[src/source/mem_sched_pkg.sv]
// Memory scheduler package
// Quantization format opcode, job configuration and stream beat types
// shared by the X tiling walk and the dequantization bias logic

`default_nettype none

package mem_sched_pkg;

  parameter int unsigned ARRAY_W  = 8;
  parameter int unsigned GID_W    = 8;
  parameter int unsigned COL_STEP = 32;
  parameter int unsigned ADDR_W   = 32;
  parameter int unsigned ITER_W   = 16;

  // Packed weight format, selects the stride shift
  typedef enum logic [1:0] {
    QINT_8 = 2'd0,
    QINT_4 = 2'd1,
    QINT_2 = 2'd2
  } qint_fmt_e;

  typedef struct packed {
    logic [ADDR_W-1:0] x_addr;
    logic [ADDR_W-1:0] x_row_offs;
    logic [ITER_W-1:0] x_col_iters;
    logic [ITER_W-1:0] w_iters;
    logic [ITER_W-1:0] x_row_iters;
    logic [7:0]        leftover_rows;
    logic [ITER_W-1:0] tot_x_read;
  } tile_cfg_t;

  typedef struct packed {
    qint_fmt_e   fmt;
    logic [15:0] w_stride;
  } dequant_cfg_t;

  typedef struct packed {
    logic col_last;
    logic w_last;
    logic row_last;
    logic step;
  } tile_pos_t;

  typedef struct packed {
    logic [ADDR_W-1:0] base_addr;
    logic [7:0]        tot_len;
    logic              req_start;
  } x_req_t;

  typedef struct packed {
    logic [GID_W-1:0] idx;
    logic             skip;
  } gidx_beat_t;

  typedef struct packed {
    logic [ADDR_W-1:0] bias;
    logic              skip;
  } bias_beat_t;

endpackage

`default_nettype wire
[src/source/mem_sched_top.sv]
// Memory scheduler, X tiling and dequantization bias
// Ties the tile iteration counter to the X address generator and runs
// the bias streams for scales, zero points and packed weights alongside

`timescale 1ns/1ns
`default_nettype none

module mem_sched_top #(
  parameter int unsigned ARRAY_W  = mem_sched_pkg::ARRAY_W,
  parameter int unsigned COL_STEP = mem_sched_pkg::COL_STEP,
  parameter int unsigned GID_W    = mem_sched_pkg::GID_W
) (
  input  logic                             clk_i,
  input  logic                             rst_ni,
  input  logic                             clear_i,
  input  logic                             restart_i,
  input  logic                             first_load_i,
  input  logic                             idle_i,
  input  logic                             x_done_i,
  input  logic                             x_ready_start_i,
  input  mem_sched_pkg::tile_cfg_t         tile_cfg_i,
  input  mem_sched_pkg::dequant_cfg_t      dequant_cfg_i,
  output mem_sched_pkg::x_req_t            x_req_o,
  input  logic                             gidx_valid_i,
  input  mem_sched_pkg::gidx_beat_t        gidx_i,
  output logic                             gidx_ready_o,
  output logic                             scales_valid_o,
  output mem_sched_pkg::bias_beat_t        scales_o,
  input  logic                             scales_ready_i,
  output logic                             zeros_valid_o,
  output mem_sched_pkg::bias_beat_t        zeros_o,
  input  logic                             zeros_ready_i,
  input  logic                             row_valid_i,
  input  logic [mem_sched_pkg::ITER_W-1:0] row_i,
  output logic                             row_ready_o,
  output logic                             wq_valid_o,
  output mem_sched_pkg::bias_beat_t        wq_o,
  input  logic                             wq_ready_i
);

  mem_sched_pkg::tile_pos_t tile_pos;
  logic                     req_start;

  tile_iter_counter i_tile_iter_counter (
    .clk_i          (clk_i),
    .rst_ni         (rst_ni),
    .clear_i        (clear_i),
    .restart_i      (restart_i),
    .first_load_i   (first_load_i),
    .idle_i         (idle_i),
    .x_done_i       (x_done_i),
    .x_ready_start_i(x_ready_start_i),
    .cfg_i          (tile_cfg_i),
    .pos_o          (tile_pos),
    .req_start_o    (req_start)
  );

  x_addr_gen #(
    .ARRAY_W (ARRAY_W),
    .COL_STEP(COL_STEP)
  ) i_x_addr_gen (
    .clk_i      (clk_i),
    .rst_ni     (rst_ni),
    .clear_i    (clear_i),
    .restart_i  (restart_i),
    .cfg_i      (tile_cfg_i),
    .pos_i      (tile_pos),
    .req_start_i(req_start),
    .x_req_o    (x_req_o)
  );

  dequant_bias #(
    .GID_W(GID_W)
  ) i_dequant_bias (
    .cfg_i         (dequant_cfg_i),
    .gidx_valid_i  (gidx_valid_i),
    .gidx_i        (gidx_i),
    .gidx_ready_o  (gidx_ready_o),
    .scales_valid_o(scales_valid_o),
    .scales_o      (scales_o),
    .scales_ready_i(scales_ready_i),
    .zeros_valid_o (zeros_valid_o),
    .zeros_o       (zeros_o),
    .zeros_ready_i (zeros_ready_i),
    .row_valid_i   (row_valid_i),
    .row_i         (row_i),
    .row_ready_o   (row_ready_o),
    .wq_valid_o    (wq_valid_o),
    .wq_o          (wq_o),
    .wq_ready_i    (wq_ready_i)
  );

endmodule

`default_nettype wire

[src/source/dequant_bias.sv]
// Dequantization bias
// Turns group indices into scale and zero-point byte offsets and row
// indices into packed-weight byte offsets, with the stride shift set by
// the integer format. Fully combinational valid/ready joins

`timescale 1ns/1ns
`default_nettype none

module dequant_bias #(
  parameter int unsigned GID_W = mem_sched_pkg::GID_W
) (
  input  mem_sched_pkg::dequant_cfg_t           cfg_i,
  input  logic                                  gidx_valid_i,
  input  mem_sched_pkg::gidx_beat_t             gidx_i,
  output logic                                  gidx_ready_o,
  output logic                                  scales_valid_o,
  output mem_sched_pkg::bias_beat_t             scales_o,
  input  logic                                  scales_ready_i,
  output logic                                  zeros_valid_o,
  output mem_sched_pkg::bias_beat_t             zeros_o,
  input  logic                                  zeros_ready_i,
  input  logic                                  row_valid_i,
  input  logic [mem_sched_pkg::ITER_W-1:0]      row_i,
  output logic                                  row_ready_o,
  output logic                                  wq_valid_o,
  output mem_sched_pkg::bias_beat_t             wq_o,
  input  logic                                  wq_ready_i
);

  localparam int unsigned AddrW = mem_sched_pkg::ADDR_W;
  localparam int unsigned GidProdW = GID_W + 16;
  localparam int unsigned RowProdW = mem_sched_pkg::ITER_W + 16;

  logic [1:0]          q_shift;
  logic [15:0]         stride_q;
  logic [GidProdW-1:0] scales_prod;
  logic [GidProdW-1:0] zeros_prod;
  logic [RowProdW-1:0] wq_prod;

  // Fewer bits per weight means a narrower packed row
  always_comb begin
    case (cfg_i.fmt)
      mem_sched_pkg::QINT_4: q_shift = 2'd2;
      mem_sched_pkg::QINT_2: q_shift = 2'd3;
      default:               q_shift = 2'd1;
    endcase
  end

  assign stride_q = cfg_i.w_stride >> q_shift;

  assign scales_prod = gidx_i.idx * cfg_i.w_stride;
  assign zeros_prod  = gidx_i.idx * stride_q;
  assign wq_prod     = row_i * stride_q;

  // Scales and zeros leave together, so the group beat waits for both
  assign gidx_ready_o   = scales_ready_i && zeros_ready_i;
  assign scales_valid_o = gidx_valid_i && gidx_ready_o;
  assign zeros_valid_o  = gidx_valid_i && gidx_ready_o;

  assign scales_o.bias = AddrW'(scales_prod);
  assign scales_o.skip = gidx_i.skip;
  assign zeros_o.bias  = AddrW'(zeros_prod);
  assign zeros_o.skip  = gidx_i.skip;

  assign row_ready_o = wq_ready_i;
  assign wq_valid_o  = row_valid_i && wq_ready_i;
  assign wq_o.bias   = AddrW'(wq_prod);
  assign wq_o.skip   = 1'b0;

endmodule

`default_nettype wire

[src/source/x_addr_gen.sv]
// X address generator
// Accumulates column and row byte offsets along the tiling walk and builds
// the X start address and read length for the X stream source

`timescale 1ns/1ns
`default_nettype none

module x_addr_gen #(
  parameter int unsigned ARRAY_W  = mem_sched_pkg::ARRAY_W,
  parameter int unsigned COL_STEP = mem_sched_pkg::COL_STEP
) (
  input  logic                     clk_i,
  input  logic                     rst_ni,
  input  logic                     clear_i,
  input  logic                     restart_i,
  input  mem_sched_pkg::tile_cfg_t cfg_i,
  input  mem_sched_pkg::tile_pos_t pos_i,
  input  logic                     req_start_i,
  output mem_sched_pkg::x_req_t    x_req_o
);

  localparam int unsigned AddrW = mem_sched_pkg::ADDR_W;

  logic [AddrW-1:0] col_offs_q;
  logic [AddrW-1:0] row_offs_q;
  logic             use_leftover;

  always_ff @(posedge clk_i or negedge rst_ni) begin
    if (!rst_ni) begin
      col_offs_q <= '0;
      row_offs_q <= '0;
    end else if (clear_i || restart_i) begin
      col_offs_q <= '0;
      row_offs_q <= '0;
    end else if (pos_i.step) begin
      col_offs_q <= pos_i.col_last ? '0 : col_offs_q + AddrW'(COL_STEP);
      // Next row tile once all W tiles of this row are done
      if (pos_i.col_last && pos_i.w_last) begin
        row_offs_q <= pos_i.row_last ? '0 : row_offs_q + cfg_i.x_row_offs;
      end
    end
  end

  // Last row may be only partly filled
  assign use_leftover = pos_i.row_last && (cfg_i.leftover_rows != '0);

  assign x_req_o.base_addr = cfg_i.x_addr + row_offs_q + col_offs_q;
  assign x_req_o.tot_len   = use_leftover ? cfg_i.leftover_rows : 8'(ARRAY_W);
  assign x_req_o.req_start = req_start_i;

endmodule

`default_nettype wire

[src/source/tile_iter_counter.sv]
// X tile iteration counter
// Walks X columns, W tiles and X rows as nested counters, one step per
// finished X tile, keeps the total tile count and raises the X start request

`timescale 1ns/1ns
`default_nettype none

module tile_iter_counter (
  input  logic                    clk_i,
  input  logic                    rst_ni,
  input  logic                    clear_i,
  input  logic                    restart_i,
  input  logic                    first_load_i,
  input  logic                    idle_i,
  input  logic                    x_done_i,
  input  logic                    x_ready_start_i,
  input  mem_sched_pkg::tile_cfg_t cfg_i,
  output mem_sched_pkg::tile_pos_t pos_o,
  output logic                    req_start_o
);

  localparam int unsigned IterW = mem_sched_pkg::ITER_W;

  logic [IterW-1:0] col_q;
  logic [IterW-1:0] w_q;
  logic [IterW-1:0] row_q;
  logic [IterW-1:0] tot_q;

  logic col_last;
  logic w_last;
  logic row_last;
  logic tot_active;

  assign col_last = col_q == cfg_i.x_col_iters - IterW'(1);
  assign w_last   = w_q == cfg_i.w_iters - IterW'(1);
  assign row_last = row_q == cfg_i.x_row_iters - IterW'(1);

  always_ff @(posedge clk_i or negedge rst_ni) begin
    if (!rst_ni) begin
      col_q <= '0;
      w_q   <= '0;
      row_q <= '0;
      tot_q <= '0;
    end else if (clear_i || restart_i) begin
      col_q <= '0;
      w_q   <= '0;
      row_q <= '0;
      tot_q <= '0;
    end else if (x_done_i) begin
      col_q <= col_last ? '0 : col_q + IterW'(1);
      // W tiles advance once per full column sweep
      if (col_last) begin
        w_q <= w_last ? '0 : w_q + IterW'(1);
      end
      if (col_last && w_last) begin
        row_q <= row_last ? '0 : row_q + IterW'(1);
      end
      tot_q <= tot_q + IterW'(1);
    end
  end

  assign pos_o.col_last = col_last;
  assign pos_o.w_last   = w_last;
  assign pos_o.row_last = row_last;
  assign pos_o.step     = x_done_i;

  // Job in flight but not yet finished
  assign tot_active = (tot_q != '0) && (tot_q != cfg_i.tot_x_read);

  assign req_start_o = !idle_i && x_ready_start_i && (first_load_i || tot_active);

endmodule

`default_nettype wire

[config.mk]
export PLATFORM = sky130hd
export DESIGN_NAME = mem_sched_top
export DESIGN_NICKNAME = d
export VERILOG_FILES = /design/src/source/mem_sched_pkg.sv /design/src/source/mem_sched_top.sv /design/src/source/dequant_bias.sv /design/src/source/x_addr_gen.sv /design/src/source/tile_iter_counter.sv
export SDC_FILE = /design/constraint.sdc
export NUM_CORES = 2
export LEC_CHECK = 0
export BUFFER_PORTS_ARGS = -buffer_cell sky130_fd_sc_hd__buf_2
export CORE_MARGIN = 1
export CORE_UTILIZATION = 45
export DETAILED_ROUTE_END_ITERATION = 8
export PLACE_DENSITY_LB_ADDON = 0.2
export SETUP_SLACK_MARGIN = 0.3
export SYNTH_ARGS = -nofsm -noshare
export SYNTH_HDL_FRONTEND = slang
export SYNTH_SLANG_ARGS = --single-unit
[constraint.sdc]
create_clock -name clk_i -period 12.4 [get_ports clk_i]
set_input_delay 1.24 -clock clk_i [delete_from_list [all_inputs] [get_ports clk_i]]
set_output_delay 1.24 -clock clk_i [all_outputs]
set_load 0.02 [all_outputs]
==> results.sh <==
export IMPL_hold_violations=0
export IMPL_finalSetupViolations=0
export IMPL_drive_gt1_share_pct=11.7
export IMPL_cts_root_buf="clkbuf_16"
export IMPL_gp_congestion=0.911
export IMPL_cap_viol_max_count=0
export IMPL_synth_area_leaders="fa_1, ha_1, dfrtp_1"
export IMPL_grt_pass1_wl_um=119000
export IMPL_hold_buffers=0
export IMPL_hold_class="flip-flop to flip-flop"
export IMPL_cts_sink_count=123
export IMPL_fin_crit_ns=10.55
export IMPL_insertion_delay_ns=0.44
export IMPL_num_io_pins=337
export IMPL_syn_area_um2=27600
export IMPL_cts_tree="built"
export IMPL_row_count=90
export IMPL_crit_fanout=24
export IMPL_synthFlopType="dfrtp_1"
export IMPL_syn2layout_area_growth_pct=9.67
export IMPL_h_tree_depth=4
export IMPL_netlist_top_cells_count="nand2_1, inv_1, fa_1"
export IMPL_async_flop_share_pct=100
export IMPL_synth_top_area_share_pct=28.3
export IMPL_cts_made_buffers=17
export IMPL_yosysMostFrequentCell="nand2_1"
export IMPL_postSynthAreaPerCell_um2=8.53
export IMPL_drt_pass1_iterations=6
export IMPL_overflow=0
export IMPL_clk_pin_slew_ns=0.06
export IMPL_tightest_slew_ns=1.01
export IMPL_nFillCells=5908
export IMPL_die_w_um=250
export IMPL_worstSetupPathType="input pin to output port"
export IMPL_antenna_found_initial=9
export IMPL_final_net_count=4298
export IMPL_relSlewSlack_pct=32.1
export IMPL_grt_max_degree=73
export IMPL_grt_use_total_pct=23.7
export IMPL_wirelength_um=71600
export IMPL_skew_ns=0.00857
export IMPL_io_buffers=316
export IMPL_die_area_um2=62300
export IMPL_wl_per_cell_um=16.9
export IMPL_cts_resized=0
export IMPL_ys_warn_count=0
export IMPL_first_iter_violations=1110
export IMPL_cp_required_ns=11.16
export IMPL_grt_pass1_vias=23500
export IMPL_core_um2=60500
export IMPL_viasPerCell=5.38
export IMPL_cp_data_arrival_time_ns=9.31
export IMPL_vias=22800
export IMPL_die_h_um=250
export IMPL_fin_crit_sh_pct=85.1
export IMPL_synth_top_cell_by_area="fa_1"
export IMPL_critPathCaptureType="output port"
export IMPL_seq_area_frac_synth_pct=11.2
export IMPL_initial_core_util_pct=45.6
export IMPL_synthesis_instances=3234
export IMPL_ys_ff_latch=123
export IMPL_synth_cell_types=84
export IMPL_drc=0
export IMPL_synth_edf_count=0
export IMPL_clk_path_buf_depth=2
export IMPL_worst_setup_path_start_kind="input pin"
export IMPL_rsz0062_at_grt="false"
export IMPL_fmax_mhz=94.8
export IMPL_post_cts_buffers=0
export IMPL_status="finished clean"
export IMPL_slew_viol_final=0
export IMPL_dp_hpwl_um=57100
export IMPL_tns_ns=0
export IMPL_postRouteAntennaNets=0
registers in the layout (all words and copies together), names as in the netlist:
signal and cells:
i_tile_iter_counter.row_q 16, i_tile_iter_counter.w_q 16, i_tile_iter_counter.col_q 16, i_tile_iter_counter.tot_q 16, i_x_addr_gen.col_offs_q 27, i_x_addr_gen.row_offs_q 32
layer usage:
layer | up-vias | track usage, % | wire (µm)
met5 | - | 0 | 80
li1 | 10900 | - | -
met4 | 12 | 7.37 | 1810
met1 | 11300 | 29.8 | 30300
met2 | 523 | 41.9 | 36200
met3 | 114 | 3.17 | 3260
cell type report:
class	instances	area (µm²)	share of cell area, %
Multi-Input combinational cell	2544	22300	73.7
Sequential cell	123	3080	10.2
Timing Repair Buffer	334	1720	5.68
Inverter	428	1610	5.31
Tap cell	782	978	3.23
Clock buffer	19	443	1.46
Clock inverter	13	119	0.393
Antenna cell	2	5.00	0.0165
path summary, 6_finish.rpt:
path                                              from                          end  slack, ns  cells after the start
max                                  dequant_cfg_i[17]                     wq_o[31]       1.85                     27
min                        i_tile_iter_counter.w_q[15]  i_tile_iter_counter.w_q[15]       0.52                      1
max reg2reg                 i_x_addr_gen.row_offs_q[0]  i_x_addr_gen.row_offs_q[30]       8.51                     12
min reg2reg                i_tile_iter_counter.w_q[15]  i_tile_iter_counter.w_q[15]       0.52                      1
max in group asynchronous                       rst_ni   i_x_addr_gen.row_offs_q[6]      10.17                      2
min in group asynchronous                       rst_ni   i_tile_iter_counter.w_q[5]       0.88                      1
cell families after synthesis:
| family | share of synthesized area, % |
|---|---|
| fa+ha+maj | 40.4 |
| xor+xnor | 7.39 |
| simple gates | 20.6 |
| buf+inv | 8.34 |
| other cells | 0.0136 |
| flops | 11.2 |
| compound gates | 10.8 |
| mux | 1.28 |
cell usage in the layout, fill, tap and decap left out, types with 6 or more instances in the layout:
cell | Yosys | final
mux2i_1 | 23 | 16
a211oi_1 | 16 | 16
mux2i_2 | 0 | 7
a21oi_1 | 108 | 107
o21a_1 | 13 | 13
buf_4 | 23 | 19
nor2b_1 | 32 | 32
a22o_1 | 6 | 6
dfrtp_1 | 123 | 123
clkbuf_16 | 0 | 17
or3_1 | 18 | 18
and4_1 | 6 | 6
and3_1 | 46 | 46
and2_1 | 252 | 252
a21o_1 | 47 | 47
o41ai_1 | 8 | 8
buf_2 | 9 | 315
nand3_1 | 52 | 52
o211ai_1 | 7 | 7
nor3_1 | 32 | 32
o21ai_0 | 115 | 114
nand3b_1 | 8 | 8
nand4_1 | 32 | 32
nand2_1 | 431 | 431
nor4_1 | 26 | 26
nand2b_1 | 20 | 20
nor2_1 | 145 | 145
fa_1 | 390 | 390
inv_1 | 428 | 428
xor2_1 | 103 | 103
a31oi_1 | 15 | 15
o21bai_1 | 17 | 17
a21boi_0 | 7 | 7
o31ai_1 | 34 | 34
ha_1 | 268 | 268
xnor2_1 | 130 | 130
conb_1 | 1 | 17
o21ai_1 | 27 | 28
or2_2 | 7 | 7
per-stage QoR:
step | hold slack, ns | instances | utilization (%) | instance area (µm²) | setup WS, ns
floorplan | 0.476 | 3250 | - | 27700 | 2.55
global placement | 0.514 | 4211 | 49.1 | 29700 | 1.96
detailed placement | 0.520 | 4211 | 49.1 | 29700 | 1.92
CTS | 0.532 | 4243 | 50.0 | 30300 | 1.88
global route | 0.544 | 4245 | 50.1 | 30300 | 1.35
finish | 0.519 | 4245 | 50.1 | 30300 | 1.85
worst max-delay path: stages:
cell      delay, ns
buf_2          0.09
inv_1          0.04
ha_1           0.75
mux4_2         0.85
and2_1         0.28
fa_1           0.50
inv_1          0.05
fa_1           0.47
fa_1           0.51
fa_1           0.54
inv_1          0.05
fa_1           0.48
inv_1          0.05
fa_1           0.47
inv_1          0.04
ha_1           0.32
and4_1         0.26
nand3_1        0.09
nor3_1         0.05
nand3b_1       0.22
nor3_1         0.41
o211ai_1       0.25
a32oi_1        0.33
o21ai_0        0.24
a221oi_1       0.35
xnor2_1        0.15
buf_2          0.18
Power is not shown: default switching activity piles up to over one toggle a cycle in this logic, so the estimate is an artifact.
